$ cat src/rtl/sd_emu_pkg.sv
`default_nettype none

package sd_emu_pkg;

	// sizes
	localparam int unsigned sector_bytes = 512;
	// cid in the lower half, csd in the upper half
	localparam int unsigned id_bytes = 32;
	// 0xff bytes between the last command byte and r1
	localparam int unsigned ncr_bytes = 2;
	localparam int unsigned cmd_frame_bytes = 6;
	localparam int unsigned ram_addr_w = 10;
	localparam int unsigned cnt_w = 10;
	localparam int unsigned apb_addr_w = 12;

	// tokens and r1 codes
	localparam logic [7:0] data_token = 8'hfe;
	localparam logic [7:0] data_resp_ok = 8'h05;
	localparam logic [7:0] r1_idle = 8'h01;
	localparam logic [7:0] r1_ok = 8'h00;
	localparam logic [7:0] r1_illegal = 8'h04;
	localparam logic [7:0] r1_param = 8'h40;

	// command indices
	localparam logic [5:0] cmd_go_idle = 6'd0;
	localparam logic [5:0] cmd_op_cond = 6'd1;
	localparam logic [5:0] cmd_if_cond = 6'd8;
	localparam logic [5:0] cmd_send_csd = 6'd9;
	localparam logic [5:0] cmd_send_cid = 6'd10;
	localparam logic [5:0] cmd_set_blocklen = 6'd16;
	localparam logic [5:0] cmd_read_single = 6'd17;
	localparam logic [5:0] cmd_write_block = 6'd24;
	localparam logic [5:0] cmd_app = 6'd55;
	localparam logic [5:0] acmd_op_cond = 6'd41;
	localparam logic [5:0] cmd_read_ocr = 6'd58;

	// apb map, byte buffers sit on word offsets
	localparam logic [11:0] addr_sector_base = 12'h000;
	localparam logic [11:0] addr_id_base = 12'h800;
	localparam logic [11:0] addr_status = 12'h900;
	localparam logic [11:0] addr_lba = 12'h904;
	localparam logic [11:0] addr_config = 12'h908;
	localparam logic [11:0] addr_ack = 12'h90c;

	typedef struct packed {
		logic [5:0] index;
		logic [31:0] arg;
	} sd_cmd_t;

	typedef struct packed {
		logic rd;
		logic wr;
		logic [31:0] arg;
	} sd_io_req_t;

	typedef struct packed {
		logic we;
		logic [ram_addr_w-1:0] addr;
		logic [7:0] wdata;
	} ram_port_t;

endpackage

`default_nettype wire
$ cat src/rtl/sd_byte_counter.sv
`timescale 1ns/100ps
`default_nettype none

module sd_byte_counter (
	input wire logic buffer_dout_strobe,
	input wire logic io_ack,
	input wire logic cnt_load,
	input wire logic [sd_emu_pkg::cnt_w-1:0] cnt_value,
	input wire logic byte_done,
	output logic cnt_zero
);

	logic [sd_emu_pkg::cnt_w-1:0] count;

	// load wins over a byte boundary in the same cycle
	always_ff @(posedge buffer_dout_strobe or posedge io_ack) begin
		if (io_ack) begin
			count <= '0;
		end else if (cnt_load) begin
			count <= cnt_value;
		end else if (byte_done && !cnt_zero) begin
			count <= count - 1'b1;
		end
	end

	assign cnt_zero = (count == '0);

	// no wrap, zero holds until the fsm reloads
	assert property (@(posedge buffer_dout_strobe) disable iff (io_ack)
		cnt_zero && !cnt_load |=> cnt_zero);

endmodule

`default_nettype wire

$ cat config.mk
export PLATFORM = sky130hd
export DESIGN_NAME = sd_byte_counter
export DESIGN_NICKNAME = d
export VERILOG_FILES = /design/src/rtl/sd_emu_pkg.sv /design/src/rtl/sd_byte_counter.sv
export SDC_FILE = /design/constraint.sdc
export NUM_CORES = 1
export LEC_CHECK = 0
export BUFFER_PORTS_ARGS = -buffer_cell sky130_fd_sc_hd__buf_2
export CAP_MARGIN = 5
export CORE_MARGIN = 5
export CORE_UTILIZATION = 35
export CTS_BUF_LIST = sky130_fd_sc_hd__clkbuf_8
export DETAILED_ROUTE_END_ITERATION = 8
export PLACE_DENSITY_LB_ADDON = 0.15
export SYNTH_ARGS = -nofsm -noshare
export SYNTH_HDL_FRONTEND = slang
export SYNTH_SLANG_ARGS = --single-unit
$ cat constraint.sdc
create_clock -name buffer_dout_strobe -period 2.2 [get_ports buffer_dout_strobe]
set_input_delay 0.11 -clock buffer_dout_strobe [delete_from_list [all_inputs] [get_ports buffer_dout_strobe]]
set_output_delay 0.11 -clock buffer_dout_strobe [all_outputs]
set_load 0.01 [all_outputs]
==> metrics.log <==
INFO  metric drc = 0
INFO  metric place_hpwl = 989 um
INFO  metric setup_violations_final = 0
INFO  metric netSwitchingPower = 168 uW
INFO  metric post_synth.cell_area_avg = 9.50 um2
INFO  metric worst-setup-path-type = flop to flop
INFO  metric global_route.usage.total = 11.1%
INFO  metric cts_root_buf = clkbuf_8
INFO  metric worst-endpoint-required = 2320 ps
INFO  metric wl_per_instance = 12.1 um
INFO  metric fmax = 584 MHz
INFO  metric place.port_buffers = 14
INFO  metric cts-hold-fix-buffers = 1
INFO  metric crit_path_max_fanout = 6
INFO  metric synth_cell_type_count = 32
INFO  metric antenna_cell_count = 0
INFO  metric clk_path_buf_depth = 2
INFO  metric routed-via-count = 558
INFO  metric seq_power_share = 40.1%
INFO  metric timing.clock.skew = 1.39 ps
INFO  metric instances_no_fill = 111
INFO  metric synth_cells = 69
INFO  metric worst_setup_hold_path_clk_slew = 50 ps
INFO  metric synth_top_cells_by_area = dfrtp_1 (38%), o21ai_1 (4.6%), nand2_1 (4.6%), inv_1 (4.0%), a21oi_1 (3.1%)
INFO  metric worst_hold_startpoint = cnt_value[4]
INFO  metric final_max_slew_viol_count = 0
INFO  metric nFillCells = 183
INFO  metric detail-route-antenna-nets = 0
INFO  metric tritoncts = done
INFO  metric vias_in_the_first_global_route = 523
INFO  metric synth.yosys.seq_area_share = 38.2%
INFO  metric grt_first_pass_wirelength = 2230 um
INFO  metric power.combinational.fraction = 20.0%
INFO  metric worst_setup_path_end_kind = flop
INFO  metric final.period_utilization = 77.8%
INFO  metric power.share.switching = 28.7%
INFO  metric setup_total_negative_slack = 0 ps
INFO  metric dieWidth = 53.3 um
INFO  metric ys_warn_count = 0
INFO  metric holdCritPathClass = primary input to flop
INFO  metric cts-htree-levels = 1
INFO  metric outcome = completed
INFO  metric drt-total-wl = 1340 um
INFO  metric worstSetupStartpointType = flop
INFO  metric max_cap_viol_count = 0
INFO  metric cts-buffers-inserted = 3
INFO  metric drtPass1Iterations = 2
INFO  metric ios = 15
INFO  metric place_inst = 106
INFO  metric route.detailed.vias_per_inst = 5.03
INFO  metric ir_worst_vdd = 393 uV
INFO  metric power.leakage = 0.357 nW
INFO  metric nets = 102
INFO  metric largest_register_ff_count = 10
INFO  metric antenna_violations_before_repair = 0
INFO  metric final_layout_size_suffix_gt1_share = 30.2%
INFO  metric pin_slew_with_the_least_headroom_to_its_limit = 499 ps
INFO  metric fin_crit = 1710 ps
INFO  metric grt_setup_unrepaired = no
INFO  metric power.internal = 417 uW
INFO  metric initial_utilization = 37.6%
INFO  metric clockPowerShare = 40.0%
INFO  metric rows = 15
INFO  metric synth_area_leader_cell = dfrtp_1
INFO  metric iter_0_drt_violations = 9
INFO  metric die_area = 2840 um2
INFO  metric gp_congestion = 0.730
INFO  metric core_area = 1750 um2
INFO  metric top_register_by_number_of_flip_flops = count
INFO  metric cellPowerDensity = 718 nW/um2
INFO  metric grt-ovfl-total = 0
INFO  metric synth_nets = 84
INFO  metric slew_headroom = 66.5%
INFO  metric crit-reg2reg-launch = count[5]$_DFFE_PP0P_
INFO  metric yosysTopAreaCellShare = 38.2%
INFO  metric numClockSinks = 10
INFO  metric post_cts_buffers = 0
INFO  metric synth_seq_cells = 10
INFO  metric cts_resized = 0
INFO  metric insertion_delay = 240 ps
INFO  metric maximum_number_of_pins_on_one_net_before_global_route_repair = 21
INFO  metric die-height = 53.3 um
INFO  metric cp-startpoint = count[5]$_DFFE_PP0P_
INFO  metric finalHoldViolCount = 0
INFO  metric post_synth_instance_area = 656 um2
INFO  metric area_growth_syn_to_layout = 24.2%
INFO  metric reg.largest.list = count (10)
INFO  metric data_arrival_at_the_endpoint_of_the_critical_path = 1840 ps
==> stage by stage <==
step | hold slack [ps] | power, mW | worst slack (ps) | util (%) | area (um2)
2_1_floorplan | -49.8 | 0.321 | 617 | - | 656
3_3_place_gp | 122 | 0.351 | 532 | 42.9 | 749
3_5_place_dp | 118 | 0.353 | 483 | 42.9 | 749
4_1_cts | 69.1 | 0.593 | 471 | 46.7 | 815
5_1_grt | 68.5 | 0.623 | 405 | 46.7 | 815
6_report | 71.3 | 0.585 | 488 | 46.7 | 815
==> per-layer routing <==
| metal | share of wire (%) | routed length, um | track usage (%) | vias to the layer above |
|---|---|---|---|---|
| met5 | 0 | 0 | 0 | - |
| met4 | 1.3 | 17 | 3.83 | 0 |
| met3 | 5.4 | 73 | 5.92 | 2 |
| met2 | 44 | 587 | 16.1 | 10 |
| met1 | 49 | 663 | 13.9 | 256 |
| li1 | - | - | - | 290 |
==> cell usage after synthesis <==
| library cell | number |
|---|---|
| o2111ai_2 | 1 |
| nor3b_2 | 1 |
| o211ai_2 | 1 |
| o31ai_1 | 1 |
| nor4_2 | 1 |
| clkbuf_1 | 2 |
| or4_4 | 1 |
| nor2_1 | 1 |
| nand2_1 | 8 |
| o21ai_0 | 1 |
| inv_1 | 7 |
| ha_1 | 1 |
| a21o_1 | 1 |
| o21ai_1 | 6 |
| nand4_1 | 3 |
| a21boi_0 | 1 |
| a41oi_2 | 1 |
| a221o_1 | 1 |
| a311oi_1 | 1 |
| xnor2_1 | 2 |
| mux2i_1 | 2 |
| o2111ai_1 | 1 |
| nor3_1 | 1 |
| dfrtp_1 | 10 |
| nand2b_1 | 1 |
| mux2_2 | 1 |
| a21oi_1 | 4 |
| nor4_1 | 1 |
| nor2b_1 | 1 |
| xor2_1 | 2 |
| nor3b_1 | 2 |
| nor3_4 | 1 |
==> critical path, cell delays in order (launching register included) <==
cell and delay [ps]:
dfrtp_1 440, nor4_2 530, a41oi_2 230, mux2i_1 150, mux2_2 260
==> kinds of logic after synthesis <==
family          Yosys count  synth area share (%)
buf+inv                   9                  5.15
flops                    10                  38.2
compound gates           20                  22.7
xor+xnor                  4                  5.34
mux                       3                  4.77
fa+ha+maj                 1                  1.91
simple gates             22                  21.9
==> worst paths after layout <==
kind,cells past startpoint,slack (ps),end
worst min register to register,2,620,count[0]$_DFFE_PP0P_
min in group asynchronous,3,390,count[5]$_DFFE_PP0P_
worst max-delay path,4,490,count[1]$_DFFE_PP0P_
worst max register to register,4,490,count[1]$_DFFE_PP0P_
max in group asynchronous,3,1520,count[8]$_DFFE_PP0P_
worst min-delay path,2,70,count[4]$_DFFE_PP0P_
==> layout make-up <==
| class | instances | area [um2] | area share (%) |
|---|---|---|---|
| Multi-Input combinational cell | 50 | 372 | 45.6 |
| Sequential cell | 10 | 250 | 30.7 |
| Timing Repair Buffer | 15 | 80.1 | 9.83 |
| Clock buffer | 4 | 55.1 | 6.76 |
| Tap cell | 25 | 31.3 | 3.84 |
| Inverter | 7 | 26.3 | 3.23 |
==> power groups by stage <==
stage          logic (mW)  registers [mW]  clock network (mW)
3_3_place_gp        0.115           0.236                   0
5_1_grt             0.131           0.238               0.254
4_1_cts             0.119           0.234               0.241
2_1_floorplan      0.0894           0.231                   0
6_report            0.117           0.234               0.234
3_5_place_dp        0.116           0.236                   0
==> placed cells by master, fill, tap and decap left out, types with 2 or more instances in the layout <==
cell,n
a21oi_1,4
buf_2,14
clkbuf_8,4
dfrtp_1,10
inv_1,7
mux2i_1,2
nand2_1,8
nand4_1,3
nor3b_1,2
o21ai_1,6
xnor2_1,2
xor2_1,2
No activity file was read; power rests on OpenSTA's default activity.
