File: config.mk
export PLATFORM = sky130hd
export DESIGN_NAME = sd_spi_phy
export DESIGN_NICKNAME = d
export VERILOG_FILES = /design/src/rtl/sd_spi_phy.sv
export SDC_FILE = /design/constraint.sdc
export NUM_CORES = 1
export LEC_CHECK = 0
export BUFFER_PORTS_ARGS = -buffer_cell sky130_fd_sc_hd__buf_2
export CORE_ASPECT_RATIO = 0.5
export CORE_MARGIN = 10
export CORE_UTILIZATION = 25
export CTS_BUF_LIST = sky130_fd_sc_hd__clkbuf_4 sky130_fd_sc_hd__clkbuf_8
export CTS_CLUSTER_SIZE = 10
export DETAILED_ROUTE_END_ITERATION = 8
export PLACE_DENSITY = 0.46
export SLEW_MARGIN = 20
export SYNTH_ARGS = -nofsm -noshare
export SYNTH_HDL_FRONTEND = slang
export SYNTH_SLANG_ARGS = --single-unit
File: constraint.sdc
create_clock -name buffer_dout_strobe -period 2.68 [get_ports buffer_dout_strobe]
set_input_delay 0.402 -clock buffer_dout_strobe [delete_from_list [all_inputs] [get_ports buffer_dout_strobe]]
set_output_delay 0.402 -clock buffer_dout_strobe [all_outputs]
set_load 0.03 [all_outputs]
File: src/rtl/sd_spi_phy.sv
`timescale 1ns/100ps
`default_nettype none

module sd_spi_phy (
	input wire logic buffer_dout_strobe,
	input wire logic io_ack,
	input wire logic sd_cs,
	input wire logic sd_sck,
	input wire logic sd_sdi,
	input wire logic [7:0] tx_byte,
	output logic sd_sdo,
	output logic [7:0] rx_byte,
	output logic byte_done,
	output logic cs_active
);

	// two sync stages, sck has a third one for the edge detect
	logic [1:0] cs_q;
	logic [2:0] sck_q;
	logic [1:0] sdi_q;
	logic [2:0] bit_cnt;
	logic [6:0] rx_shift;
	logic [7:0] tx_shift;
	logic sck_rise;
	logic sck_fall;

	assign sck_rise = sck_q[1] & ~sck_q[2];
	assign sck_fall = ~sck_q[1] & sck_q[2];
	// cs is active low on the pin
	assign cs_active = ~cs_q[1];

	always_ff @(posedge buffer_dout_strobe or posedge io_ack) begin
		if (io_ack) begin
			cs_q <= 2'b11;
			sck_q <= 3'b000;
			sdi_q <= 2'b11;
		end else begin
			cs_q <= {cs_q[0], sd_cs};
			sck_q <= {sck_q[1:0], sd_sck};
			sdi_q <= {sdi_q[0], sd_sdi};
		end
	end

	always_ff @(posedge buffer_dout_strobe or posedge io_ack) begin
		if (io_ack) begin
			bit_cnt <= 3'd0;
			byte_done <= 1'b0;
			tx_shift <= 8'hff;
			sd_sdo <= 1'b1;
		end else begin
			byte_done <= 1'b0;
			if (!cs_active) begin
				// deselected, realign and idle the line high
				bit_cnt <= 3'd0;
				tx_shift <= 8'hff;
				sd_sdo <= 1'b1;
			end else begin
				if (sck_rise) begin
					bit_cnt <= bit_cnt + 3'd1;
					byte_done <= (bit_cnt == 3'd7);
				end
				// next bit goes out after the falling edge, msb first
				if (sck_fall) begin
					sd_sdo <= tx_shift[7];
					tx_shift <= {tx_shift[6:0], 1'b1};
				end
				// next byte from the fsm, its msb leaves on the following fall
				if (byte_done) begin
					tx_shift <= tx_byte;
				end
			end
		end
	end

	// receive shifter, sdi sampled with the same delay as sck
	always_ff @(posedge buffer_dout_strobe) begin
		if (sck_rise && cs_active) begin
			rx_shift <= {rx_shift[5:0], sdi_q[1]};
			if (bit_cnt == 3'd7) begin
				rx_byte <= {rx_shift, sdi_q[1]};
			end
		end
	end

	// the fsm never sees a byte boundary while the card is deselected
	assert property (@(posedge buffer_dout_strobe) disable iff (io_ack)
		byte_done |-> cs_active);

endmodule

`default_nettype wire

==> results.tsv, run 1 <==
metric	value	unit
Max VDD drop	183.1	uV
diode count	0	
largest net degree at the start of global routing	21	
total gr overflow	0	
total track usage	5.646	%
PnR worst setup slack	1.010	ns
Slew HR	51.91	%
TritonCTS buffer count	5	
drt pass-1 iters	3	
synthesized net count	104	
hold buffer count at cts	0	
RSZ-0062 raised after global routing	false	
TritonCTS clock tree	done	
DP Wirelength	1535	um
CP Data Required Time	2.28	ns
period utilization	62.32	%
kind of critical path	flip-flop to primary output	
# rows	18	
Routability Congestion	0.6737	
slowest cell delay on critical path	0.62	ns
Max FO, Critical Path	9	
clock tree buffer depth	2	
Fillers	519	
via count	721	
area grow syn2layout	19.37	%
cell family with most CP delay	flip-flops	
Setup WS pre-CTS	1.254	ns
Setup-failing EPs final	0	
yosys warns	0	
H-Tree Depth	2	
Avg Inst Size Synth	14.80	sq um
max-slew violation count	0	
later-pin clock latency in the skew report	0.28	ns
IO Pins	24	
NumNets Final	129	
post-DR vias/cell	3.897	
total power	0.0009985	W
post-CTS resize count	0	
post-synth top area share	34.19	%
port bufs	23	
Placed Cells	177	
Leak Pwr	0.6585	nW
max_cap viols	0	
TNS Setup	0	ns
DIE WIDTH	122.7	um
part of the Yosys area used for sequential elements	73.41	%
Reg clk slew, reported paths	0.06	ns
clock sink count	35	
Period minus WS final	1.670	ns
Fmax	0.5988	GHz
die height	71.34	um
Clock Skew	0.004960	ns
Worst Hold Class	input pin to flip-flop	
crit path buf inv count	2	
Final Util	31.46	%
Total Wirelength	2144	um
Post-CTS Setup Repair Bufs	0	
post-synthesis register bit count	35	
residual DRC count	0	
worst slew pin tran	0.7206	ns
initial antenna violation count	0	
cells along the critical path	inv_1 > buf_2	
vias in the first global route	780	
Wirelength per Cell	11.59	um
Detailed Route Iter0 Violations	18	
outcome	finished, final reports clean	
largest area contributor in the netlist	edfxtp_1	
Mapped Area	1318	sq um
CP max-delay cell	dfstp_2	
Die Footprint	8750	sq um
Worst Setup Start Kind	flip-flop	
final-report hold violation count	0	
number of distinct library cells after synthesis	25	
Synth area leaders	edfxtp_1 (34%), dfstp_2 (26%), dfrtp_1 (13%)	
Syn Inst Count	89	
layout cells sized above 1	38.26	%
Core ar.	5000	sq um
Layout Cells excl Fill	185	
first-pass GRT wire length	3829	um
arrival time at the worst endpoint	1.27	ns
Setup crit end kind	primary output	
Initial Util	26.35	%
Pwr Density	634.9	nW/um^2
Antenna Nets Post-Route	0	
Root Driver	clkbuf_8	
where the power goes:
group	internal [W]	leakage, nW	total [W]	switching (W)
logic	0.0000227	0.252	0.0000537	0.0000310
clock network	0.000187	0.0437	0.000353	0.000166
registers	0.000584	0.363	0.000592	0.00000839
total	0.000794	0.659	0.000999	0.000205
routing by layer:
layer | track usage, % | part of all wire [%]
met5 | 0 | 0
met4 | 3.506 | 1.4
met3 | 2.737 | 7.2
met2 | 8.033 | 46
met1 | 6.713 | 45
cells in the mapped netlist, drive strengths merged:
library cell	count
mux2i	2
o21ai	1
nand3	1
dfrtp	7
and2	1
xnor2	1
inv	2
buf	4
nand2b	4
a2111o	5
or2b	3
dfstp	13
and3	2
ha	2
clkbuf	1
nand3b	2
nor2	13
o2111ai	2
edfxtp	15
nand2	4
nor3	1
and2b	1
nor2b	2
area by class of cell:
class / instances / area, sq um / share of cell area [%]
clock inverters: 2 / 7.507 / 0.4773
well taps: 70 / 87.58 / 5.569
inverters: 2 / 7.507 / 0.4773
multi-input cells: 47 / 311.5 / 19.81
flip-flops and latches: 35 / 967.2 / 61.50
clock buffers: 6 / 76.32 / 4.853
repair buffers: 23 / 115.1 / 7.319
final timing paths:
check                          from          to  slack, ns  cells after the start
max                         cs_q[1]   cs_active       1.01                      2
min                          sd_sdi    sdi_q[0]       0.22                      1
max reg2reg                sck_q[2]  rx_byte[7]       1.27                      2
min reg2reg                sdi_q[0]    sdi_q[1]       0.36                      0
max in group asynchronous    io_ack  bit_cnt[2]       1.99                      2
min in group asynchronous    io_ack    sck_q[0]       0.23                      2
cells by family (layout without fill, tap and decap cells):
family	Yosys count	in the layout	synth area share (%)
fa+ha+maj	2	2	1.899
compound gates	8	8	5.982
mux	2	2	1.520
buf+inv	7	33	2.943
xor+xnor	1	1	0.6649
flops	35	35	73.41
simple gates	34	34	13.58
through the flow:
| stage | hold slack [ns] | cell area (sq um) |
|---|---|---|
| after floorplan | 0.3312 | 1318 |
| after global placement | 0.3357 | 1489 |
| after detailed placement | 0.3410 | 1489 |
| after CTS | 0.2098 | 1573 |
| after global routing | 0.2073 | 1573 |
| final | 0.2228 | 1573 |
cells in the final DEF, fill, tap and decap left out, drive strengths merged:
cell      n
a2111o    5
and2      1
and2b     1
and3      2
buf      23
clkbuf    6
clkinv    2
dfrtp     7
dfstp    13
edfxtp   15
ha        2
inv       2
mux2i     2
nand2     4
nand2b    4
nand3     1
nand3b    2
nor2     13
nor2b     2
nor3      1
o2111ai   2
o21ai     1
or2b      3
xnor2     1
sequential cells by signal, summed over array words and instances (netlist names):
register and cells:
sck_q 3, cs_q 2, sdi_q 2, byte_done 1
bit_cnt 3, rx_byte 8, sd_sdo 1, tx_shift 8
rx_shift 7
(Power assumes the default switching activity.)
==> run 2, diff against run 1 <==
- clock period: 2.68 -> 1.6 ns (I/O delays scaled with it)
==> run 2 against run 1 <==
Compared with the run above: via count grew 3.7%; non-clock buffer count grew 3; first-iteration DRC count grew to 3.4 times the previous value; count of clock-buffer cells in the layout rose by 1; sequential cell count did not move; sequential power up 68%; sequential share of layout area is 1.2 points lower; clock power is 77% higher; critical path depth unchanged; highest routed layer unchanged.
==> results.tsv, run 2 (synthesis gave the netlist of run 1 again) <==
metric	value	unit	change
die height	71.34	um	unchanged
area grow syn2layout	21.65	%	
Max FO, Critical Path	9		unchanged
RR Startpoint	sck_q[2]		
Reg clk slew, reported paths	0.06	ns	about the same
reg2reg path depth	2		unchanged
Layout Cells excl Fill	188		+1.6%
worst hold path depth	1		unchanged
Clock Skew	0.002767	ns	-0.002194 ns
Max VDD drop	349.5	uV	+91%
port bufs	23		unchanged
# rows	18		unchanged
switch share	20.60	%	+0.069 points
layout cells sized above 1	40.68	%	+2.4 points
total gr overflow	0		unchanged
Worst Hold Class	input pin to flip-flop		
TritonCTS buffer count	5		unchanged
post-DR vias/cell	3.979		+2.1%
period utilization	94.09	%	
Period minus WS final	1.505	ns	
Psw	0.0003523	W	+72%
Placed Cells	179		+1.1%
Setup-failing EPs final	0		unchanged
IO Pins	24		unchanged
via count	748		+3.7%
diode count	0		unchanged
first-pass GRT wire length	3953	um	+3.2%
hold worst-path end	sdi_q[0]		
Final Util	32.06	%	+0.60 points
DP Wirelength	1647	um	+7.3%
residual DRC count	0		unchanged
max_cap viols	0		unchanged
Worst Hold Launch	sd_sdi		
max-slew violation count	0		unchanged
Wirelength per Cell	11.97	um	+3.3%
Placed Area	1504	sq um	+1.0%
crit path launch	cs_q[1]		
final-report hold violation count	0		unchanged
most frequent cells in the layout	buf_2 (23), edfxtp_1 (15), nor2_1 (13), dfstp_2 (13), dfrtp_1 (7)		
total track usage	5.840	%	+0.19 points
Comb pwr share	5.5	%	about the same
Initial Util	26.35	%	unchanged
Root Driver	clkbuf_8		
NumNets Final	132		+2.3%
Setup crit end kind	primary output		
CP Data Required Time	1.36	ns	-0.92 ns
RSZ-0062 raised after global routing	false		
clock sink count	35		unchanged
Die Footprint	8750	sq um	unchanged
Finished Cell Area	1603	sq um	+1.9%
clock group share of total power	36.5	%	+1.2 points
Slew HR	74.18	%	+22 points
TritonCTS clock tree	done		
leading cell type in the layout, fill and taps excluded	buf_2		
Leak Pwr	0.6783	nW	+3.0%
initial antenna violation count	0		unchanged
Post-CTS Setup Repair Bufs	0		unchanged
vias in the first global route	783		+0.38%
kind of critical path	flip-flop to primary output		
drt pass-1 iters	4		+1
Regs by FF count	rx_byte (8), tx_shift (8), rx_shift (7)		
clock tree buffer depth	2		unchanged
arrival time at the worst endpoint	1.27	ns	about the same
largest net degree at the start of global routing	19		-9.5%
total power	0.001710	W	+71%
H-Tree Depth	2		unchanged
Flop pwr share	58.0	%	-1.3 points
Worst Setup Start Kind	flip-flop		
Routability Congestion	0.6280		-6.8%
R2R setup slack	0.22	ns	-1.05 ns
Total Wirelength	2250	um	+4.9%
later-pin clock latency in the skew report	0.28	ns	about the same
TNS Setup	0	ns	unchanged
RR Endpoint	rx_byte[5]		
Pwr Density	1067	nW/um^2	+68%
worst slew pin tran	0.3856	ns	-0.3350 ns
Internal Power	0.001358	W	+71%
Antenna Nets Post-Route	0		unchanged
Fmax	0.6643	GHz	
Detailed Route Iter0 Violations	62		+44
Core ar.	5000	sq um	unchanged
outcome	finished, final reports clean		
DIE WIDTH	122.7	um	unchanged
run 2: cell count changes in the layout (fill, tap and decap cells not counted), sizes merged:
cell         previous run  this run
dlygate4sd3             0         1
clkbuf                  6         7
buf                    23        25
clkinv                  2         1
run 2: stage by stage:
step / hold slack (ns) / setup slack (ns)
2_1_floorplan: 0.1942 / 0.1255
3_3_place_gp: 0.2891 / 0.2061
3_5_place_dp: 0.3070 / 0.2016
4_1_cts: 0.03493 / 0.06638
5_1_grt: 0.03674 / 0.004668
6_report: 0.05321 / 0.09463
run 2: worst max-delay path, cell delays in order, from the launching register on:
cell and delay, ns:
dfstp_2 0.63, inv_1 0.15, buf_2 0.21
run 2: worst max-delay path by stage:
stage,end,slack (ns),cells after the start
after global placement,rx_byte[2],0.21,2
after global routing,cs_active,0.005,2
after CTS,cs_active,0.07,2
after detailed placement,rx_byte[5],0.20,3
final,cs_active,0.09,2
after floorplan,rx_byte[0],0.13,3
run 2: metal layers:
layer | up-vias | wire [um] | global-route usage (%) | part of all wire, %
met5 | - | 0 | 0 | 0
met4 | 0 | 64 | 3.896 | 2.8
met3 | 7 | 148 | 3.049 | 6.6
met2 | 16 | 1000 | 7.797 | 44
met1 | 360 | 1037 | 7.117 | 46
li1 | 365 | - | - | -
run 2: area by class of cell:
class	count	area, sq um
Clock buffer	7	83.83
Clock inverter	1	5.005
Fill cell	517	3397
Inverter	2	7.507
Multi-Input combinational cell	47	311.5
Sequential cell	35	967.2
Tap cell	70	87.58
Timing Repair Buffer	26	140.1
run 2: repair_timing:
item | 4_1_cts | 5_1_grt
hold buffers | 1 | 0
gates resized for setup | 0 | 0
hold endpoints to repair | 2 | 0
run 2: power by group through the flow:
| stage | logic [W] | registers, W | clock network (W) |
|---|---|---|---|
| after global placement | 0.0000938 | 0.00101 | 0 |
| after CTS | 0.0000968 | 0.000992 | 0.000661 |
| after global routing | 0.000108 | 0.000996 | 0.000700 |
| final | 0.0000938 | 0.000992 | 0.000624 |
| after detailed placement | 0.0000947 | 0.00101 | 0 |
| after floorplan | 0.0000667 | 0.00101 | 0 |
