[config.mk]
export PLATFORM = sky130hd
export DESIGN_NAME = sd_cmd_fsm
export DESIGN_NICKNAME = d
export VERILOG_FILES = /design/src/rtl/sd_emu_pkg.sv /design/src/rtl/sd_cmd_fsm.sv
export SDC_FILE = /design/constraint.sdc
export NUM_CORES = 1
export LEC_CHECK = 0
export ABC_CLOCK_PERIOD_IN_PS = 3300
export BUFFER_PORTS_ARGS = -buffer_cell sky130_fd_sc_hd__buf_2
export CAP_MARGIN = 20
export CORE_MARGIN = 8
export CORE_UTILIZATION = 54
export DETAILED_ROUTE_END_ITERATION = 8
export GPL_TIMING_DRIVEN = 0
export PLACE_DENSITY = 0.8
export SLEW_MARGIN = 20
export SYNTH_ARGS = -nofsm -noshare
export SYNTH_HDL_FRONTEND = slang
export SYNTH_SLANG_ARGS = --single-unit
[constraint.sdc]
create_clock -name buffer_dout_strobe -period 3.3 [get_ports buffer_dout_strobe]
set_clock_uncertainty 0.15 [all_clocks]
set_input_delay 0.66 -clock buffer_dout_strobe [delete_from_list [all_inputs] [get_ports buffer_dout_strobe]]
set_output_delay 0.66 -clock buffer_dout_strobe [all_outputs]
set_load 0.05 [all_outputs]
[src/rtl/sd_emu_pkg.sv]
`default_nettype none

package sd_emu_pkg;

	// sizes
	localparam int unsigned sector_bytes = 512;
	// cid in the lower half, csd in the upper half
	localparam int unsigned id_bytes = 32;
	// 0xff bytes between the last command byte and r1
	localparam int unsigned ncr_bytes = 2;
	localparam int unsigned cmd_frame_bytes = 6;
	localparam int unsigned ram_addr_w = 10;
	localparam int unsigned cnt_w = 10;
	localparam int unsigned apb_addr_w = 12;

	// tokens and r1 codes
	localparam logic [7:0] data_token = 8'hfe;
	localparam logic [7:0] data_resp_ok = 8'h05;
	localparam logic [7:0] r1_idle = 8'h01;
	localparam logic [7:0] r1_ok = 8'h00;
	localparam logic [7:0] r1_illegal = 8'h04;
	localparam logic [7:0] r1_param = 8'h40;

	// command indices
	localparam logic [5:0] cmd_go_idle = 6'd0;
	localparam logic [5:0] cmd_op_cond = 6'd1;
	localparam logic [5:0] cmd_if_cond = 6'd8;
	localparam logic [5:0] cmd_send_csd = 6'd9;
	localparam logic [5:0] cmd_send_cid = 6'd10;
	localparam logic [5:0] cmd_set_blocklen = 6'd16;
	localparam logic [5:0] cmd_read_single = 6'd17;
	localparam logic [5:0] cmd_write_block = 6'd24;
	localparam logic [5:0] cmd_app = 6'd55;
	localparam logic [5:0] acmd_op_cond = 6'd41;
	localparam logic [5:0] cmd_read_ocr = 6'd58;

	// apb map, byte buffers sit on word offsets
	localparam logic [11:0] addr_sector_base = 12'h000;
	localparam logic [11:0] addr_id_base = 12'h800;
	localparam logic [11:0] addr_status = 12'h900;
	localparam logic [11:0] addr_lba = 12'h904;
	localparam logic [11:0] addr_config = 12'h908;
	localparam logic [11:0] addr_ack = 12'h90c;

	typedef struct packed {
		logic [5:0] index;
		logic [31:0] arg;
	} sd_cmd_t;

	typedef struct packed {
		logic rd;
		logic wr;
		logic [31:0] arg;
	} sd_io_req_t;

	typedef struct packed {
		logic we;
		logic [ram_addr_w-1:0] addr;
		logic [7:0] wdata;
	} ram_port_t;

endpackage

`default_nettype wire
[src/rtl/sd_cmd_fsm.sv]
`timescale 1ns/100ps
`default_nettype none

module sd_cmd_fsm (
	input wire logic buffer_dout_strobe,
	input wire logic io_ack,
	input wire logic [7:0] rx_byte,
	input wire logic byte_done,
	input wire logic cs_active,
	input wire logic cnt_zero,
	input wire logic ack_pulse,
	input wire logic sdhc,
	input wire logic [7:0] sec_rdata,
	input wire logic [7:0] id_rdata,
	output logic [7:0] tx_byte,
	output logic cnt_load,
	output logic [sd_emu_pkg::cnt_w-1:0] cnt_value,
	output sd_emu_pkg::sd_io_req_t req,
	output sd_emu_pkg::ram_port_t sec_spi,
	output sd_emu_pkg::ram_port_t id_spi
);

	// a state names what goes out in the byte after the current one
	typedef enum logic [3:0] {
		st_idle, st_gap, st_r1, st_extra, st_wait_io, st_token, st_data,
		st_rx_token, st_rx_data, st_crc, st_resp, st_busy
	} state_t;

	state_t state;
	state_t after_r1;
	state_t dec_next;
	sd_emu_pkg::sd_cmd_t cmd_q;
	logic [2:0] frame_cnt;
	logic frame_end;
	logic card_reset;
	logic app_cmd;
	logic use_sector;
	logic [7:0] r1_q;
	logic [7:0] dec_r1;
	logic [31:0] extra_q;
	logic [31:0] dec_extra;
	logic [sd_emu_pkg::ram_addr_w-1:0] ptr;

	assign frame_end = byte_done && (state == st_idle) &&
		(frame_cnt == 3'(sd_emu_pkg::cmd_frame_bytes - 1));
	assign use_sector = (cmd_q.index == sd_emu_pkg::cmd_read_single);

	// decode of the completed frame, crc byte is in flight
	always_comb begin
		dec_next = st_idle;
		dec_r1 = sd_emu_pkg::r1_illegal;
		dec_extra = '0;
		if (cmd_q.index == sd_emu_pkg::cmd_go_idle) begin
			dec_r1 = sd_emu_pkg::r1_idle;
		end else if (card_reset) begin
			case (cmd_q.index)
				sd_emu_pkg::cmd_op_cond: dec_r1 = sd_emu_pkg::r1_ok;
				sd_emu_pkg::cmd_if_cond: begin
					// voltage accepted, check pattern echoed
					dec_r1 = sd_emu_pkg::r1_idle;
					dec_extra = 32'h0000_01aa;
					dec_next = st_extra;
				end
				sd_emu_pkg::cmd_send_csd, sd_emu_pkg::cmd_send_cid: begin
					dec_r1 = sd_emu_pkg::r1_ok;
					dec_next = st_token;
				end
				sd_emu_pkg::cmd_set_blocklen: begin
					dec_r1 = (cmd_q.arg == 32'(sd_emu_pkg::sector_bytes)) ?
						sd_emu_pkg::r1_ok : sd_emu_pkg::r1_param;
				end
				sd_emu_pkg::cmd_read_single: begin
					dec_r1 = sd_emu_pkg::r1_ok;
					dec_next = st_wait_io;
				end
				sd_emu_pkg::cmd_write_block: begin
					dec_r1 = sd_emu_pkg::r1_ok;
					dec_next = st_rx_token;
				end
				sd_emu_pkg::cmd_app: dec_r1 = sd_emu_pkg::r1_idle;
				sd_emu_pkg::acmd_op_cond: begin
					if (app_cmd) begin
						dec_r1 = sd_emu_pkg::r1_ok;
					end
				end
				sd_emu_pkg::cmd_read_ocr: begin
					// ocr bit 30 flags a high capacity card
					dec_r1 = sd_emu_pkg::r1_ok;
					dec_extra = {1'b0, sdhc, 30'h0};
					dec_next = st_extra;
				end
				default: ;
			endcase
		end
	end

	always_ff @(posedge buffer_dout_strobe or posedge io_ack) begin
		if (io_ack) begin
			state <= st_idle;
			after_r1 <= st_idle;
			frame_cnt <= 3'd0;
			card_reset <= 1'b0;
			app_cmd <= 1'b0;
			req <= '0;
		end else begin
			if (ack_pulse) begin
				req.rd <= 1'b0;
				req.wr <= 1'b0;
			end
			if (byte_done) begin
				case (state)
					st_idle: begin
						// frame starts with 01xxxxxx
						if (frame_end) begin
							frame_cnt <= 3'd0;
							state <= st_gap;
							after_r1 <= dec_next;
							card_reset <= card_reset ||
								(cmd_q.index == sd_emu_pkg::cmd_go_idle);
							app_cmd <= card_reset && (cmd_q.index == sd_emu_pkg::cmd_app);
						end else if (frame_cnt != 3'd0 || rx_byte[7:6] == 2'b01) begin
							frame_cnt <= frame_cnt + 3'd1;
						end
					end
					st_gap: if (cnt_zero) state <= st_r1;
					st_r1: begin
						state <= after_r1;
						// sector read goes out to the io controller
						if (after_r1 == st_wait_io) begin
							req <= '{rd: 1'b1, wr: 1'b0, arg: cmd_q.arg};
						end
					end
					st_extra, st_data: if (cnt_zero) state <= st_idle;
					st_wait_io: if (!req.rd) state <= st_token;
					st_token: state <= st_data;
					st_rx_token: begin
						if (rx_byte == sd_emu_pkg::data_token) state <= st_rx_data;
					end
					st_rx_data: if (cnt_zero) state <= st_crc;
					// second crc byte is being received
					st_crc: state <= st_resp;
					st_resp: begin
						state <= st_busy;
						req <= '{rd: 1'b0, wr: 1'b1, arg: cmd_q.arg};
					end
					st_busy: if (!req.wr) state <= st_idle;
					default: state <= st_idle;
				endcase
			end
			if (!cs_active && state == st_idle) begin
				frame_cnt <= 3'd0;
			end
		end
	end

	// frame payload, reply bytes and buffer pointer
	always_ff @(posedge buffer_dout_strobe) begin
		if (byte_done) begin
			if (state == st_idle && frame_cnt == 3'd0) begin
				cmd_q.index <= rx_byte[5:0];
			end else if (state == st_idle && frame_cnt < 3'd5) begin
				cmd_q.arg <= {cmd_q.arg[23:0], rx_byte};
			end
			if (frame_end) begin
				r1_q <= dec_r1;
				extra_q <= dec_extra;
			end
			if (state == st_extra) begin
				extra_q <= {extra_q[23:0], 8'hff};
			end
			// csd lives in the upper half of the id store
			if (state == st_r1) begin
				ptr <= (cmd_q.index == sd_emu_pkg::cmd_send_csd) ?
					10'(sd_emu_pkg::id_bytes / 2) : '0;
			end
			if (state == st_data || state == st_rx_data) begin
				ptr <= ptr + 1'b1;
			end
		end
	end

	// counter loads, all values are byte count minus one
	always_comb begin
		cnt_load = 1'b0;
		cnt_value = '0;
		if (frame_end) begin
			cnt_load = 1'b1;
			cnt_value = 10'(sd_emu_pkg::ncr_bytes - 2);
		end else if (byte_done && state == st_r1 && after_r1 == st_extra) begin
			// four bytes of ocr or if_cond echo
			cnt_load = 1'b1;
			cnt_value = 10'd3;
		end else if (byte_done && state == st_token) begin
			cnt_load = 1'b1;
			cnt_value = use_sector ? 10'(sd_emu_pkg::sector_bytes - 1) :
				10'(sd_emu_pkg::id_bytes / 2 - 1);
		end else if (byte_done && state == st_rx_token &&
			rx_byte == sd_emu_pkg::data_token) begin
			cnt_load = 1'b1;
			cnt_value = 10'(sd_emu_pkg::sector_bytes - 1);
		end
	end

	always_comb begin
		case (state)
			st_r1: tx_byte = r1_q;
			st_extra: tx_byte = extra_q[31:24];
			st_token: tx_byte = sd_emu_pkg::data_token;
			st_data: tx_byte = use_sector ? sec_rdata : id_rdata;
			st_resp: tx_byte = sd_emu_pkg::data_resp_ok;
			// busy is signalled with zero bytes until the ack
			st_busy: tx_byte = req.wr ? 8'h00 : 8'hff;
			default: tx_byte = 8'hff;
		endcase
	end

	assign sec_spi = '{we: byte_done && state == st_rx_data, addr: ptr, wdata: rx_byte};
	// id store is read only from the spi side
	assign id_spi = '{we: 1'b0, addr: ptr, wdata: 8'h00};

	assert property (@(posedge buffer_dout_strobe) disable iff (io_ack)
		!(req.rd && req.wr));
	// buffer is never overwritten while the io controller owns it
	assert property (@(posedge buffer_dout_strobe) disable iff (io_ack)
		sec_spi.we |-> !req.rd && !req.wr);

endmodule

`default_nettype wire

==> flow_metrics.py <==
metrics = {
    "min_path": {
        "hp-class": "input port to async pin",
    },
    "timing": {
        "period_minus_slack_ps": 3150,
        "relSlewSlack_pct": 59.0,
        "finalHoldViolCount": 0,
        "rsz0062_at_grt": "false",
        "fin_setup_tns_ps": 0,
        "setup_ws_ps": 150,
        "setup_viol": 0,
        "fin_crit_sh_pct": 95.5,
        "final_max_slew_viol_count": 0,
        "fmax_mhz": 317,
        "worst_slew_pin_slew_ps": 613,
    },
    "routing": {
        "first_pass_iters": 4,
        "wire_per_inst_um": 16.7,
        "dr_wl_met2_mm": 5.87,
        "wirelength_met1_mm": 5.05,
        "wirelength_mm": 11.7,
        "drtAntennaViolNets": 0,
        "drtIter0Drc": 175,
        "vias": 3770,
        "drc": 0,
        "routed-wl-met3_um": 666,
        "maxUsedRoutingLayer": "met4",
        "routed_via_density": 5.36,
    },
    "grt": {
        "antenna_found_initial": 0,
        "overflow": 0,
        "grt_max_degree": 28,
        "track_usage_pct": 18.0,
        "grt_first_pass_wirelength_mm": 18.8,
        "grt_pass1_vias": 3789,
    },
    "clocking": {
        "clockBufferDepth": 2,
        "numCtsBuffers": 9,
        "cts.sinks": 109,
        "clockRootBuffer": "clkbuf_8",
        "clock_latency_ps": 380,
        "cts_tree": "built",
        "h-tree-depth": 3,
        "clk_pin_slew_worst_paths_ps": 110,
        "cts_hold_buf": 0,
    },
    "finish": {
        "drive_gt1_share_pct": 40.5,
        "nNetsFinal": 601,
        "diodes": 0,
        "final_cell_area_um2": 6350,
        "area_growth_pct": 20.0,
        "final_util_pct": 65.8,
    },
    "power_and_ir_drop": {
        "power_mw": 5.27,
        "peakVddDrop_v": 0.000586,
        "power.density_nw_per_um2": 830,
        "leakage_nw": 2.78,
    },
    "status": {
        "status": "finished clean",
    },
    "critical_path": {
        "cp_max_fo": 10,
        "start_kind": "flop",
        "r2r.worst_path.cells": 6,
        "rrSetupSlack_ps": 820,
        "r2r_end": "extra_q[14]",
        "critPathRequiredTime_ps": 2490,
        "cp-end-kind": "output pin",
        "critPathLaunch": "state[0]",
        "r2r-start": "state[0]",
        "worstPathArrival_ps": 2340,
        "critPathKind": "flop to output pin",
    },
    "place": {
        "place_hpwl_mm": 8.84,
        "dpl_cell_area_um2": 6110,
        "gp_congestion": 0.913,
        "pre_cts_ws_ps": 125,
        "io_buffer_count": 111,
    },
    "die": {
        "placementRows": 36,
        "die_h_um": 115,
        "start_util_pct": 54.9,
        "dieArea_um2": 13200,
        "fp.dieW_um": 115,
        "ios": 122,
        "core_um2": 9640,
    },
    "synthesis": {
        "syn_area_per_cell_um2": 12.2,
        "synthCells": 433,
        "ys.warnings.count": 0,
        "synth_cell_types": 58,
        "synth_edf_count": 63,
        "synth-main-ff-cell": "edfxtp_1",
        "async_flop_share_pct": 42.2,
        "ys_ff_latch": 109,
        "yosysSeqAreaShare_pct": 57.5,
        "syn-cell-area_um2": 5290,
    },
    "run": {
        "cap_violations": 0,
    },
}
[layout make-up]
type,instances,area (um^2)
fill,750,3290
sequential,109,3040
multi-input combinational,264,1920
timing repair buffer,114,611
buffer,54,367
tap,133,166
clock buffer,9,124
clock inverter,7,66.3
inverter,14,52.6
[worst max path at each step]
| stage | end | slack, ps |
|---|---|---|
| 2_1_floorplan | tx_byte[1] | 90 |
| 3_3_place_gp | cmd_q[2] | -470 |
| 3_5_place_dp | cnt_value[6] | 120 |
| 4_1_cts | cnt_value[6] | 40 |
| 5_1_grt | cnt_value[5] | 30 |
| 6_report | cnt_value[6] | 150 |
[power breakdown]
group          switching (mW)  internal [mW]
registers               0.226           1.82
logic                    1.74          0.699
clock network           0.484          0.292
[per-layer routing]
metal / vias to the layer above / GRT usage, %
met3: 14 / 3.20
met1: 1815 / 22.5
met5: - / 0
li1: 1812 / -
met2: 129 / 30.5
met4: 0 / 6.65
[worst max-delay path, cell delays in order, from the launching register on]
cell and delay, ps:
dfrtp_2 490, buf_2 260, clkbuf_4 270, nand4_1 220, a41oi_4 320, buf_4 150
buf_2 250
[cell usage after synthesis, types with 3 or more instances]
cell type	instances	share of area [%]
o221ai_1	3	0.50
a21oi_1	10	0.95
nor2b_1	8	0.95
xor2_1	5	0.83
and2_1	9	1.1
nand2_1	29	2.1
buf_2	12	1.1
nand2b_1	8	0.95
edfxtp_1	63	36
xnor2_1	5	0.83
nor4_1	7	0.83
clkbuf_1	4	0.28
a31oi_1	3	0.35
o21ai_0	13	1.2
mux2_2	34	7.2
ha_1	4	0.95
dfrtp_1	46	22
mux2i_1	11	2.1
a22oi_1	3	0.43
o211ai_1	5	0.71
nand3_1	6	0.57
nor2_1	26	1.8
a21o_1	5	0.71
nor4b_1	4	0.66
or2_2	3	0.35
nand4_1	9	1.1
inv_1	14	0.99
buf_4	37	5.3
nor3_1	7	0.66
[cell usage in the layout (no fill, tap or decap), types with 6 or more instances in the layout]
cell type,synthesis,layout
buf_2,12,122
edfxtp_1,63,63
dfrtp_1,46,45
buf_4,37,38
mux2_2,34,34
nand2_1,29,29
nor2_1,26,25
inv_1,14,13
o21ai_0,13,13
mux2i_1,11,11
a21oi_1,10,10
conb_1,1,10
nand4_1,9,9
and2_1,9,9
clkbuf_8,0,9
nand2b_1,8,8
nor2b_1,8,8
nor4_1,7,7
nor3_1,7,6
nand3_1,6,6
[kinds of logic (layout without fill, tap and decap cells)]
group,after synthesis,count (layout),share of synthesized area [%]
AND/OR/NAND/NOR,129,129,13.2
AO/OA/AOI/OAI,65,65,9.13
flip-flops,109,109,57.5
adder cells (fa/ha/maj),4,4,0.947
XOR/XNOR,10,10,1.66
other,1,10,0.0709
multiplexers,46,46,9.54
buffers and inverters,69,198,7.95
[flip-flops by register name, summed over array words and instances (netlist names)]
register    cells
ptr            10
app_cmd         1
extra_q        12
req            34
card_reset      1
cmd_q          38
state           4
r1_q            3
after_r1        3
frame_cnt       3
[per-stage QoR]
step,hold slack [ps],instances
4_1_cts,163,705
3_3_place_gp,314,686
5_1_grt,199,704
3_5_place_dp,317,688
6_report,149,704
2_1_floorplan,287,442
[timing repair]
item | 4_1_cts | 5_1_grt
buffers inserted | 1 | 0
resized for setup | 3 | 4
pin swaps | 1 | 0
gates cloned | 0 | 0
setup endpoints to repair | 8 | 6
(Power assumes the default switching activity.)
