<file path="config.mk">
export PLATFORM = sky130hd
export DESIGN_NAME = sd_apb_regs
export DESIGN_NICKNAME = d
export VERILOG_FILES = /design/src/rtl/sd_emu_pkg.sv /design/src/rtl/sd_apb_regs.sv
export SDC_FILE = /design/constraint.sdc
export NUM_CORES = 1
export LEC_CHECK = 0
export CAP_MARGIN = 20
export CORE_AREA = 2 2 80 82
export CTS_CLUSTER_DIAMETER = 80
export DETAILED_ROUTE_END_ITERATION = 10
export DIE_AREA = 0 0 82 84
export DONT_BUFFER_PORTS = 1
export GPL_TIMING_DRIVEN = 0
export PLACE_DENSITY = 0.49
export SLEW_MARGIN = 20
export SYNTH_ARGS = -nofsm -noshare
export SYNTH_HDL_FRONTEND = slang
export SYNTH_SLANG_ARGS = --single-unit
</file>
<file path="constraint.sdc">
create_clock -name buffer_dout_strobe -period 2.2 [get_ports buffer_dout_strobe]
set_input_delay 0.22 -clock buffer_dout_strobe [delete_from_list [all_inputs] [get_ports buffer_dout_strobe]]
set_output_delay 0.22 -clock buffer_dout_strobe [all_outputs]
set_load 0.05 [all_outputs]
</file>
<file path="src/rtl/sd_emu_pkg.sv">
`default_nettype none

package sd_emu_pkg;

	// sizes
	localparam int unsigned sector_bytes = 512;
	// cid in the lower half, csd in the upper half
	localparam int unsigned id_bytes = 32;
	// 0xff bytes between the last command byte and r1
	localparam int unsigned ncr_bytes = 2;
	localparam int unsigned cmd_frame_bytes = 6;
	localparam int unsigned ram_addr_w = 10;
	localparam int unsigned cnt_w = 10;
	localparam int unsigned apb_addr_w = 12;

	// tokens and r1 codes
	localparam logic [7:0] data_token = 8'hfe;
	localparam logic [7:0] data_resp_ok = 8'h05;
	localparam logic [7:0] r1_idle = 8'h01;
	localparam logic [7:0] r1_ok = 8'h00;
	localparam logic [7:0] r1_illegal = 8'h04;
	localparam logic [7:0] r1_param = 8'h40;

	// command indices
	localparam logic [5:0] cmd_go_idle = 6'd0;
	localparam logic [5:0] cmd_op_cond = 6'd1;
	localparam logic [5:0] cmd_if_cond = 6'd8;
	localparam logic [5:0] cmd_send_csd = 6'd9;
	localparam logic [5:0] cmd_send_cid = 6'd10;
	localparam logic [5:0] cmd_set_blocklen = 6'd16;
	localparam logic [5:0] cmd_read_single = 6'd17;
	localparam logic [5:0] cmd_write_block = 6'd24;
	localparam logic [5:0] cmd_app = 6'd55;
	localparam logic [5:0] acmd_op_cond = 6'd41;
	localparam logic [5:0] cmd_read_ocr = 6'd58;

	// apb map, byte buffers sit on word offsets
	localparam logic [11:0] addr_sector_base = 12'h000;
	localparam logic [11:0] addr_id_base = 12'h800;
	localparam logic [11:0] addr_status = 12'h900;
	localparam logic [11:0] addr_lba = 12'h904;
	localparam logic [11:0] addr_config = 12'h908;
	localparam logic [11:0] addr_ack = 12'h90c;

	typedef struct packed {
		logic [5:0] index;
		logic [31:0] arg;
	} sd_cmd_t;

	typedef struct packed {
		logic rd;
		logic wr;
		logic [31:0] arg;
	} sd_io_req_t;

	typedef struct packed {
		logic we;
		logic [ram_addr_w-1:0] addr;
		logic [7:0] wdata;
	} ram_port_t;

endpackage

`default_nettype wire
</file>
<file path="src/rtl/sd_apb_regs.sv">
`timescale 1ns/100ps
`default_nettype none

module sd_apb_regs (
	input wire logic buffer_dout_strobe,
	input wire logic io_ack,
	input wire logic [sd_emu_pkg::apb_addr_w-1:0] paddr,
	input wire logic psel,
	input wire logic penable,
	input wire logic pwrite,
	input wire logic [31:0] pwdata,
	input wire sd_emu_pkg::sd_io_req_t req,
	input wire logic [7:0] sec_rdata_b,
	input wire logic [7:0] id_rdata_b,
	output logic [31:0] prdata,
	output logic pready,
	output logic pslverr,
	output sd_emu_pkg::ram_port_t sec_apb,
	output sd_emu_pkg::ram_port_t id_apb,
	output logic ack_pulse,
	output logic sdhc
);

	logic access;
	logic wr_access;
	logic ram_rd;
	logic wait_done;
	logic is_sec;
	logic is_id;
	logic is_status;
	logic is_lba;
	logic is_config;
	logic is_ack;
	// bit0 host_sdhc, bit1 allow_sdhc
	logic [1:0] config_q;
	logic conf_written;
	logic [2:0] status_q;
	logic [31:0] lba_q;

	assign access = psel && penable;
	assign wr_access = access && pwrite;

	// address decode
	assign is_sec = (paddr < sd_emu_pkg::addr_id_base);
	assign is_id = (paddr[11:7] == sd_emu_pkg::addr_id_base[11:7]);
	assign is_status = (paddr == sd_emu_pkg::addr_status);
	assign is_lba = (paddr == sd_emu_pkg::addr_lba);
	assign is_config = (paddr == sd_emu_pkg::addr_config);
	assign is_ack = (paddr == sd_emu_pkg::addr_ack);

	// ram reads hold pready low for the first access cycle
	assign ram_rd = access && !pwrite && (is_sec || is_id);
	assign pready = !ram_rd || wait_done;
	assign pslverr = access &&
		!(is_sec || is_id || is_status || is_lba || is_config || is_ack);

	assign sec_apb = '{we: wr_access && is_sec, addr: {1'b0, paddr[10:2]},
		wdata: pwdata[7:0]};
	assign id_apb = '{we: wr_access && is_id, addr: {5'b0, paddr[6:2]},
		wdata: pwdata[7:0]};

	assign sdhc = &config_q;

	always_comb begin
		prdata = '0;
		if (is_sec) begin
			prdata = {24'h0, sec_rdata_b};
		end else if (is_id) begin
			prdata = {24'h0, id_rdata_b};
		end else if (is_status) begin
			prdata = {29'h0, status_q};
		end else if (is_lba) begin
			prdata = lba_q;
		end else if (is_config) begin
			prdata = {30'h0, config_q};
		end
	end

	always_ff @(posedge buffer_dout_strobe or posedge io_ack) begin
		if (io_ack) begin
			wait_done <= 1'b0;
			ack_pulse <= 1'b0;
			config_q <= 2'b00;
			conf_written <= 1'b0;
			status_q <= 3'b000;
		end else begin
			wait_done <= ram_rd && !wait_done;
			ack_pulse <= wr_access && is_ack && pwdata[0];
			if (wr_access && is_config) begin
				config_q <= pwdata[1:0];
				conf_written <= 1'b1;
			end
			// pending request bits follow the fsm
			status_q <= {conf_written, req.wr, req.rd};
		end
	end

	// sector number for the io controller, byte address without sdhc
	always_ff @(posedge buffer_dout_strobe) begin
		lba_q <= sdhc ? req.arg : {9'h0, req.arg[31:9]};
	end

endmodule

`default_nettype wire

</file>
==> qor.txt, run 1 <==
Root Buffer = clkbuf_8
Antenna violations before repair = 0
Startpoint class of the critical path = input port
Via-per-instance ratio = 4.772
Detailed placer's ending HPWL = 3.799 mm
Vias in the first global route = 1,351
DR DRC count = 0
Area of the mapped netlist = 0.002033 mm²
Largest net degree at the start of global routing = 13
Die Y = 84 µm
Share of cells above drive strength 1 = 0.5164
Synth top area share = 0.3151
Num CTS Buffers = 5
First-pass GRT wire length = 6.913 mm
Netlist cell types = 33
Final hold slack = 59.48 ps
Worst min path class = input port to register
Final hold vios = 0
Max-slew violation count = 0
Reg2Reg Setup Slack = 500 ps
Sequential share of the synthesized area = 0.4135
Clk sinks = 40
Via count = 1,384
Pwr Density = 651.2 mW/mm²
Static leakage = 1.061 nW
Yosys top cell by area = dfxtp_1
WL final = 4.740 mm
GR Overflow Total = 0
Total Power = 1.515 mW
Port-buffer cells = 0
Critical path peak fanout = 7
Flop and latch count out of synthesis = 40
N_diodes = 0
Gpl congestion = 0.6716
DIE AREA = 0.006888 mm²
Initial Utilization = 0.3335
Worst Skew = 5.547 ps
Relative max-transition margin = 0.4153
All-Layer GR Usage = 0.1325
CTS tree = done
Worst Setup Path Type = input port to primary output
Crit path DAT = 1880 ps
Post-layout util = 0.3816
Cell row count = 29
Max-Cap Viols = 0
Unrepaired setup endpoints after global routing = true
Io pins = 173
Top cells by area, synth = dfxtp_1 (32%), mux2_2 (14%), buf_4 (13%), dfrtp_1 (9.8%), and2_1 (7.4%)
Tcrit/Tclk final = 0.9549
Reg clk slew, reported paths = 80 ps
Outcome = finished, final reports clean
Worst EP required = 1980 ps
Drt first-iter violations = 33
Fmax = 476.0 MHz
H-tree Lvls = 2
Mapped Cells = 197
Core area = 0.006096 mm²
# setup viols final = 0
Syn. warnings = 0
Final nets = 312
Critical Path End Type = primary output
Post-route ant nets = 0
Post-Syn Area per Cell = 10.32 µm²
WL/cell = 16.34 µm
Minimum clock period = 2101 ps
First-pass DRT Iterations = 4
Die W = 82 µm
Slew at the pin closest to its max-slew limit = 873.8 ps
Area grow syn2layout = 14.40%
Max IR drop VDD = 0.0003189 V
Worst skew pair latency = 290 ps
CTS max path bufs = 2
worst paths after layout:
path	startpoint	endpoint	cells past startpoint
max	paddr[7]	prdata[4]	4
min	pwdata[0]	ack_pulse$_DFF_PP0_	2
max reg2reg	config_q[0]$_DFFE_PP0P_	lba_q[2]$_DFF_P_	3
min reg2reg	conf_written$_DFFE_PP0P_	status_q[2]$_DFF_PP0_	0
max in group asynchronous	io_ack	status_q[2]$_DFF_PP0_	2
min in group asynchronous	io_ack	status_q[1]$_DFF_PP0_	2
where the power goes:
group          leakage, nW  total (mW)  switching (mW)  internal (mW)
combinational        0.643       0.294           0.206         0.0879
clock               0.0443       0.465           0.249          0.216
sequential           0.373       0.756         0.00538          0.750
critical path, cell delays in order:
cell and delay [ps]:
or4b_1 490, buf_2 190, nor2_1 520, a221o_2 460
cells in the final DEF, fill, tap and decap left out, types with 2 or more instances in the layout:
cell,instances
buf_6,2
dfxtp_1,32
a221o_2,7
nor2b_1,9
nor4_4,2
clkbuf_8,5
nand3_1,2
nand2_1,3
or4_1,2
and3_1,9
nand2b_1,4
nor3_1,2
buf_4,36
or3_1,3
nor4_1,2
conb_1,6
dfrtp_1,8
nor2_1,3
inv_1,3
dlygate4sd3_1,4
and2_2,23
mux2_2,25
clkbuf_1,4
stage by stage:
stage / instance area [µm²] / setup TNS, ps / setup slack (ps) / cells
global route: 2326 / -78.89 / -12.94 / 290
detailed placement: 2162 / -968.6 / -59.78 / 279
floorplan: 2061 / 0 / 102.9 / 202
finish: 2326 / 0 / 99.25 / 290
global placement: 2157 / -646.4 / -57.65 / 279
CTS: 2316 / 0 / 61.85 / 290
layer usage:
layer / vias up / wire length, µm / GRT usage
li1: 661 / - / -
met1: 642 / 1773 / 0.1533
met2: 79 / 2451 / 0.2328
met3: 2 / 495 / 0.04437
met4: 0 / 19 / 0.02727
met5: - / 0 / 0
area by class of cell:
type,count,area [µm²]
multi-input combinational,113,928.4
clock buffer,5,68.82
timing repair buffer,4,40.04
clock inverter,2,11.26
tap,77,96.34
inverter,3,11.26
buffer,46,329.1
fill,609,3770
sequential,40,840.8
state kept, by name, indices dropped and copies added (netlist names):
signal and cells:
conf_written 1, config_q 2, wait_done 1, lba_q 32, status_q 3, ack_pulse 1
kinds of logic (layout without fill, tap and decap cells):
logic type / Yosys count / count (layout) / synth area share
muxes: 26 / 26 / 0.1434
buffers and inverters: 49 / 60 / 0.1655
DFF: 40 / 40 / 0.4135
and+or+nand+nor: 70 / 70 / 0.2258
AOI/OAI and AO/OA: 11 / 11 / 0.04985
other: 1 / 6 / 0.001844
cell usage after synthesis:
cell / n
inv_1: 3
nor2b_1: 9
a31oi_1: 1
clkbuf_1: 5
nand3_1: 2
nand2_1: 3
nor2_1: 3
dfrtp_1: 8
and2_1: 24
clkbuf_2: 1
or2_2: 1
nand2b_1: 4
mux2_2: 25
buf_1: 1
buf_6: 2
nor3_1: 3
nor4_1: 2
or4_1: 2
o2111ai_1: 1
or4b_1: 1
dfxtp_1: 32
buf_4: 36
or3_1: 3
or4bb_1: 1
nor3b_1: 1
buf_2: 1
and3_1: 9
a221o_1: 7
nor4_4: 2
o21ai_0: 1
o2111a_1: 1
conb_1: 1
mux2i_1: 1
what timing repair did:
action | in CTS | in global routing
buffers inserted | 0 | 0
hold buffers | 4 | 0
resized for setup | 27 | 9
pin swaps | 0 | 0
endpoints found under the setup margin | 27 | 25
endpoints found under the hold margin | 11 | 0
(Power assumes the default switching activity.)
==> run 2: changes to the inputs <==
--- a/config.mk
+++ b/config.mk
@@ -5,11 +5,12 @@
 export SDC_FILE = /design/constraint.sdc
 export NUM_CORES = 1
 export LEC_CHECK = 0
+export ABC_AREA = 1
 export CAP_MARGIN = 20
-export CORE_AREA = 2 2 80 82
+export CORE_AREA = 2 2 83 85
 export CTS_CLUSTER_DIAMETER = 80
 export DETAILED_ROUTE_END_ITERATION = 10
-export DIE_AREA = 0 0 82 84
+export DIE_AREA = 0 0 85 87
 export DONT_BUFFER_PORTS = 1
 export GPL_TIMING_DRIVEN = 0
 export PLACE_DENSITY = 0.49
==> qor.txt, run 2 <==
Outcome = finished, final reports clean (unchanged)
WL/cell = 14.45 µm (was 16.34 µm)
Most common cell after layout, fill and taps aside = nand2_1 (was buf_4)
Synth Area in XOR/XNOR = 0 (unchanged)
Crit path largest cell delay = 710 ps (was 520 ps)
WL final = 5.852 mm (was 4.740 mm)
Post-route ant nets = 0 (unchanged)
Max-Cap Viols = 0 (unchanged)
Detailed placer's ending HPWL = 4.838 mm (was 3.799 mm)
CTS max path bufs = 2 (unchanged)
Static leakage = 1.200 nW (was 1.061 nW)
Post-synthesis simple-gate area fraction = 0.3423 (was 0.2258)
Max reg flops = 32 (unchanged)
Top Registers = lba_q: 32 flops, status_q: 3 flops, config_q: 2 flops (unchanged)
Critical Path End Type = primary output (unchanged)
Io pins = 173 (unchanged)
Via count = 1,838 (was 1,384)
Area grow syn2layout = 11.87% (was 14.40%)
H-tree Lvls = 2 (unchanged)
Worst hold path startpoint = req[8] (was pwdata[0])
CTS resizes = 0 (was 27)
Synth top area share = 0.2921 (was 0.3151)
Dominant synthesized flop cell = dfxtp_1 (unchanged)
First-pass GRT wire length = 8.576 mm (was 6.913 mm)
Synth Area in Compound Gates = 0.05876 (was 0.04985)
Critical path peak fanout = 10 (was 7)
EDFF count, synth = 0 (unchanged)
Post-Syn Area per Cell = 7.098 µm² (was 10.32 µm²)
Unrepaired setup endpoints after global routing = false (was true)
Worst Skew = 5.839 ps (was 5.547 ps)
Area of the mapped netlist = 0.002193 mm² (was 0.002033 mm²)
Pwr Density = 674.4 mW/mm² (was 651.2 mW/mm²)
Antenna violations before repair = 0 (unchanged)
Slowest CP cell = nor2_1 (unchanged)
Placed instance count = 394 (was 279)
Slew at the pin closest to its max-slew limit = 987.9 ps (was 873.8 ps)
Post-synth top cells = nand2_1 (71), nor2_1 (49), nand3_1 (39), buf_4 (38), dfxtp_1 (32) (was buf_4 (36), dfxtp_1 (32), mux2_2 (25), and2_1 (24))
Die W = 85 µm (was 82 µm)
First-pass DRT Iterations = 4 (unchanged)
CP top delay family = simple AND/OR/NAND/NOR gates (unchanged)
Relative max-transition margin = 0.3414 (was 0.4153)
Yosys top cell by area = dfxtp_1 (unchanged)
Cell row count = 30 (was 29)
Startpoint class of the critical path = input port (unchanged)
Layout Cells excl Fill = 405 (was 290)
Most frequent CP cell = nor2_1
Via-per-instance ratio = 4.538 (was 4.772)
Critical path cell sequence = nor2_1 -> nand2_1 -> nor2_8 -> nand4_4 -> buf_6 -> nor2_1 (was or4b_1 -> buf_2 -> nor2_1 -> a221o_2)
Initial Utilization = 0.3339 (was 0.3335)
Crit path buffers/inverters = 1 (unchanged)
Port-buffer cells = 0 (unchanged)
Mapped Cells = 309 (was 197)
Die Y = 87 µm (was 84 µm)
Num CTS Buffers = 5 (unchanged)
All-Layer GR Usage = 0.1505 (was 0.1325)
# setup viols final = 0 (unchanged)
Worst setup path startpoint = paddr[7] (unchanged)
Netlist cell types = 23 (was 33)
Largest family of logic cells by synthesized area = simple AND/OR/NAND/NOR gates (unchanged)
Fmax = 496.6 MHz (was 476.0 MHz)
Adder-cell share of the synthesized area = 0 (unchanged)
Drt first-iter violations = 38 (was 33)
Tcrit/Tclk final = 0.9153 (was 0.9549)
Top-count cell post-synth = nand2_1 (was buf_4)
Worst EP required = 1980 ps (about the same)
CTS tree = done (unchanged)
N_diodes = 0 (unchanged)
Gpl congestion = 0.7806 (was 0.6716)
Post-synthesis mux area share = 0 (was 0.1434)
GR Overflow Total = 0 (unchanged)
Share of cells above drive strength 1 = 0.1754 (was 0.5164)
Max-slew violation count = 0 (unchanged)
Total Power = 1.655 mW (was 1.515 mW)
Final hold vios = 0 (unchanged)
Largest net degree at the start of global routing = 14 (was 13)
Syn. warnings = 0 (unchanged)
Top cells by area, synth = dfxtp_1 (29%), buf_4 (13%), nand2_1 (12%), dfrtp_1 (9.1%), nand3_1 (8.9%) (was dfxtp_1 (32%), mux2_2 (14%), buf_4 (13%), dfrtp_1 (9.8%), and2_1 (7.4%))
Flop and latch count out of synthesis = 40 (unchanged)
Final hold slack = 34.43 ps (was 59.48 ps)
Vias in the first global route = 1,778 (was 1,351)
Worst Setup Path Type = input port to primary output (unchanged)
DIE AREA = 0.007395 mm² (was 0.006888 mm²)
Clk sinks = 40 (unchanged)
Sequential share of the synthesized area = 0.3833 (was 0.4135)
Worst min path class = input port to register (unchanged)
DR DRC count = 0 (unchanged)
Post-synthesis async set-or-reset flop share = 0.2000 (unchanged)
Crit path DAT = 1790 ps (was 1880 ps)
Core area = 0.006569 mm² (was 0.006096 mm²)
Most frequent cells in the layout = nand2_1 (71), nor2_1 (49), nand3_1 (39) (was buf_4 (36), dfxtp_1 (32), mux2_2 (25))
Final nets = 423 (was 312)
Worst skew pair latency = 290 ps (about the same)
Reg clk slew, reported paths = 80 ps (about the same)
Root Buffer = clkbuf_8 (unchanged)
Largest Register = lba_q (unchanged)
FF-to-FF Start = config_q[1]$_DFFE_PP0P_ (was config_q[0]$_DFFE_PP0P_)
Post-route setup TNS = 0 ps (unchanged)
Max IR drop VDD = 0.0004245 V (was 0.0003189 V)
Minimum clock period = 2014 ps (was 2101 ps)
Post-layout util = 0.3735 (was 0.3816)
-- run 2: cell count changes in the layout (fill, tap and decap cells not counted), moves of 4 or more --
cell,change
a221o_2,-7
a22oi_1,+5
and2_2,-23
and3_1,-9
inv_1,+28
mux2_2,-25
nand2_1,+68
nand2b_1,-4
nand3_1,+37
nor2_1,+46
nor2b_1,-9
o21ai_0,+11
-- run 2: metal layers --
metal	wire [µm]	part of all wire	vias to the layer above	global-route usage
met5	0	0	-	0
met4	19	0.0032	0	0.03463
met3	574	0.098	2	0.05877
met2	2858	0.49	93	0.2585
met1	2400	0.41	794	0.1776
li1	-	-	949	-
-- run 2: cell families (layout without fill, tap and decap cells) --
group | after synthesis | count (layout)
other | 1 | 6
DFF | 40 | 40
buffers and inverters | 79 | 90
AOI/OAI and AO/OA | 20 | 20
and+or+nand+nor | 169 | 169
-- run 2: final timing paths --
path,to,slack (ps),depth (start not counted)
setup reg to reg,lba_q[7]$_DFF_P_,420,5
hold reg to reg,status_q[2]$_DFF_PP0_,390,0
max in group asynchronous,config_q[0]$_DFFE_PP0P_,1670,2
setup / recovery,prdata[26],190,6
min in group asynchronous,ack_pulse$_DFF_PP0_,310,2
hold / removal,lba_q[8]$_DFF_P_,30,2
-- run 2: what timing repair did --
item / 4_1_cts / 5_1_grt
buffers inserted: 0 / 0
hold buffers: 3 / 0
endpoints found under the hold margin: 10 / 0
-- run 2: layout make-up --
type	instances	area [µm²]
plain buffers	47	349.1
clock inverters	3	42.54
multi-input cells	195	902.1
fillers	736	4115
inverters	32	120.1
flip-flops and latches	40	840.8
well taps	80	100.1
repair buffers	3	30.03
clock buffers	5	68.82
-- run 2: report_power, final --
group | switching, mW | internal (mW) | leakage [nW]
logic | 0.230 | 0.0798 | 0.783
clock network | 0.252 | 0.336 | 0.0541
registers | 0.00698 | 0.750 | 0.363
total | 0.489 | 1.17 | 1.20
-- run 2: worst register-to-register path: stages, from the launching register on --
cell	delay (ps)
dfrtp_1	380
nand2_1	200
inv_1	160
clkbuf_1	750
nand2_1	130
nand2_1	100
-- run 2: stage by stage --
| step | worst slack, ps | area (µm²) |
|---|---|---|
| 2_1_floorplan | 370.2 | 2212 |
| 3_3_place_gp | 152.7 | 2312 |
| 3_5_place_dp | 156.0 | 2312 |
| 4_1_cts | 159.4 | 2454 |
| 5_1_grt | 28.51 | 2454 |
| 6_report | 186.2 | 2454 |
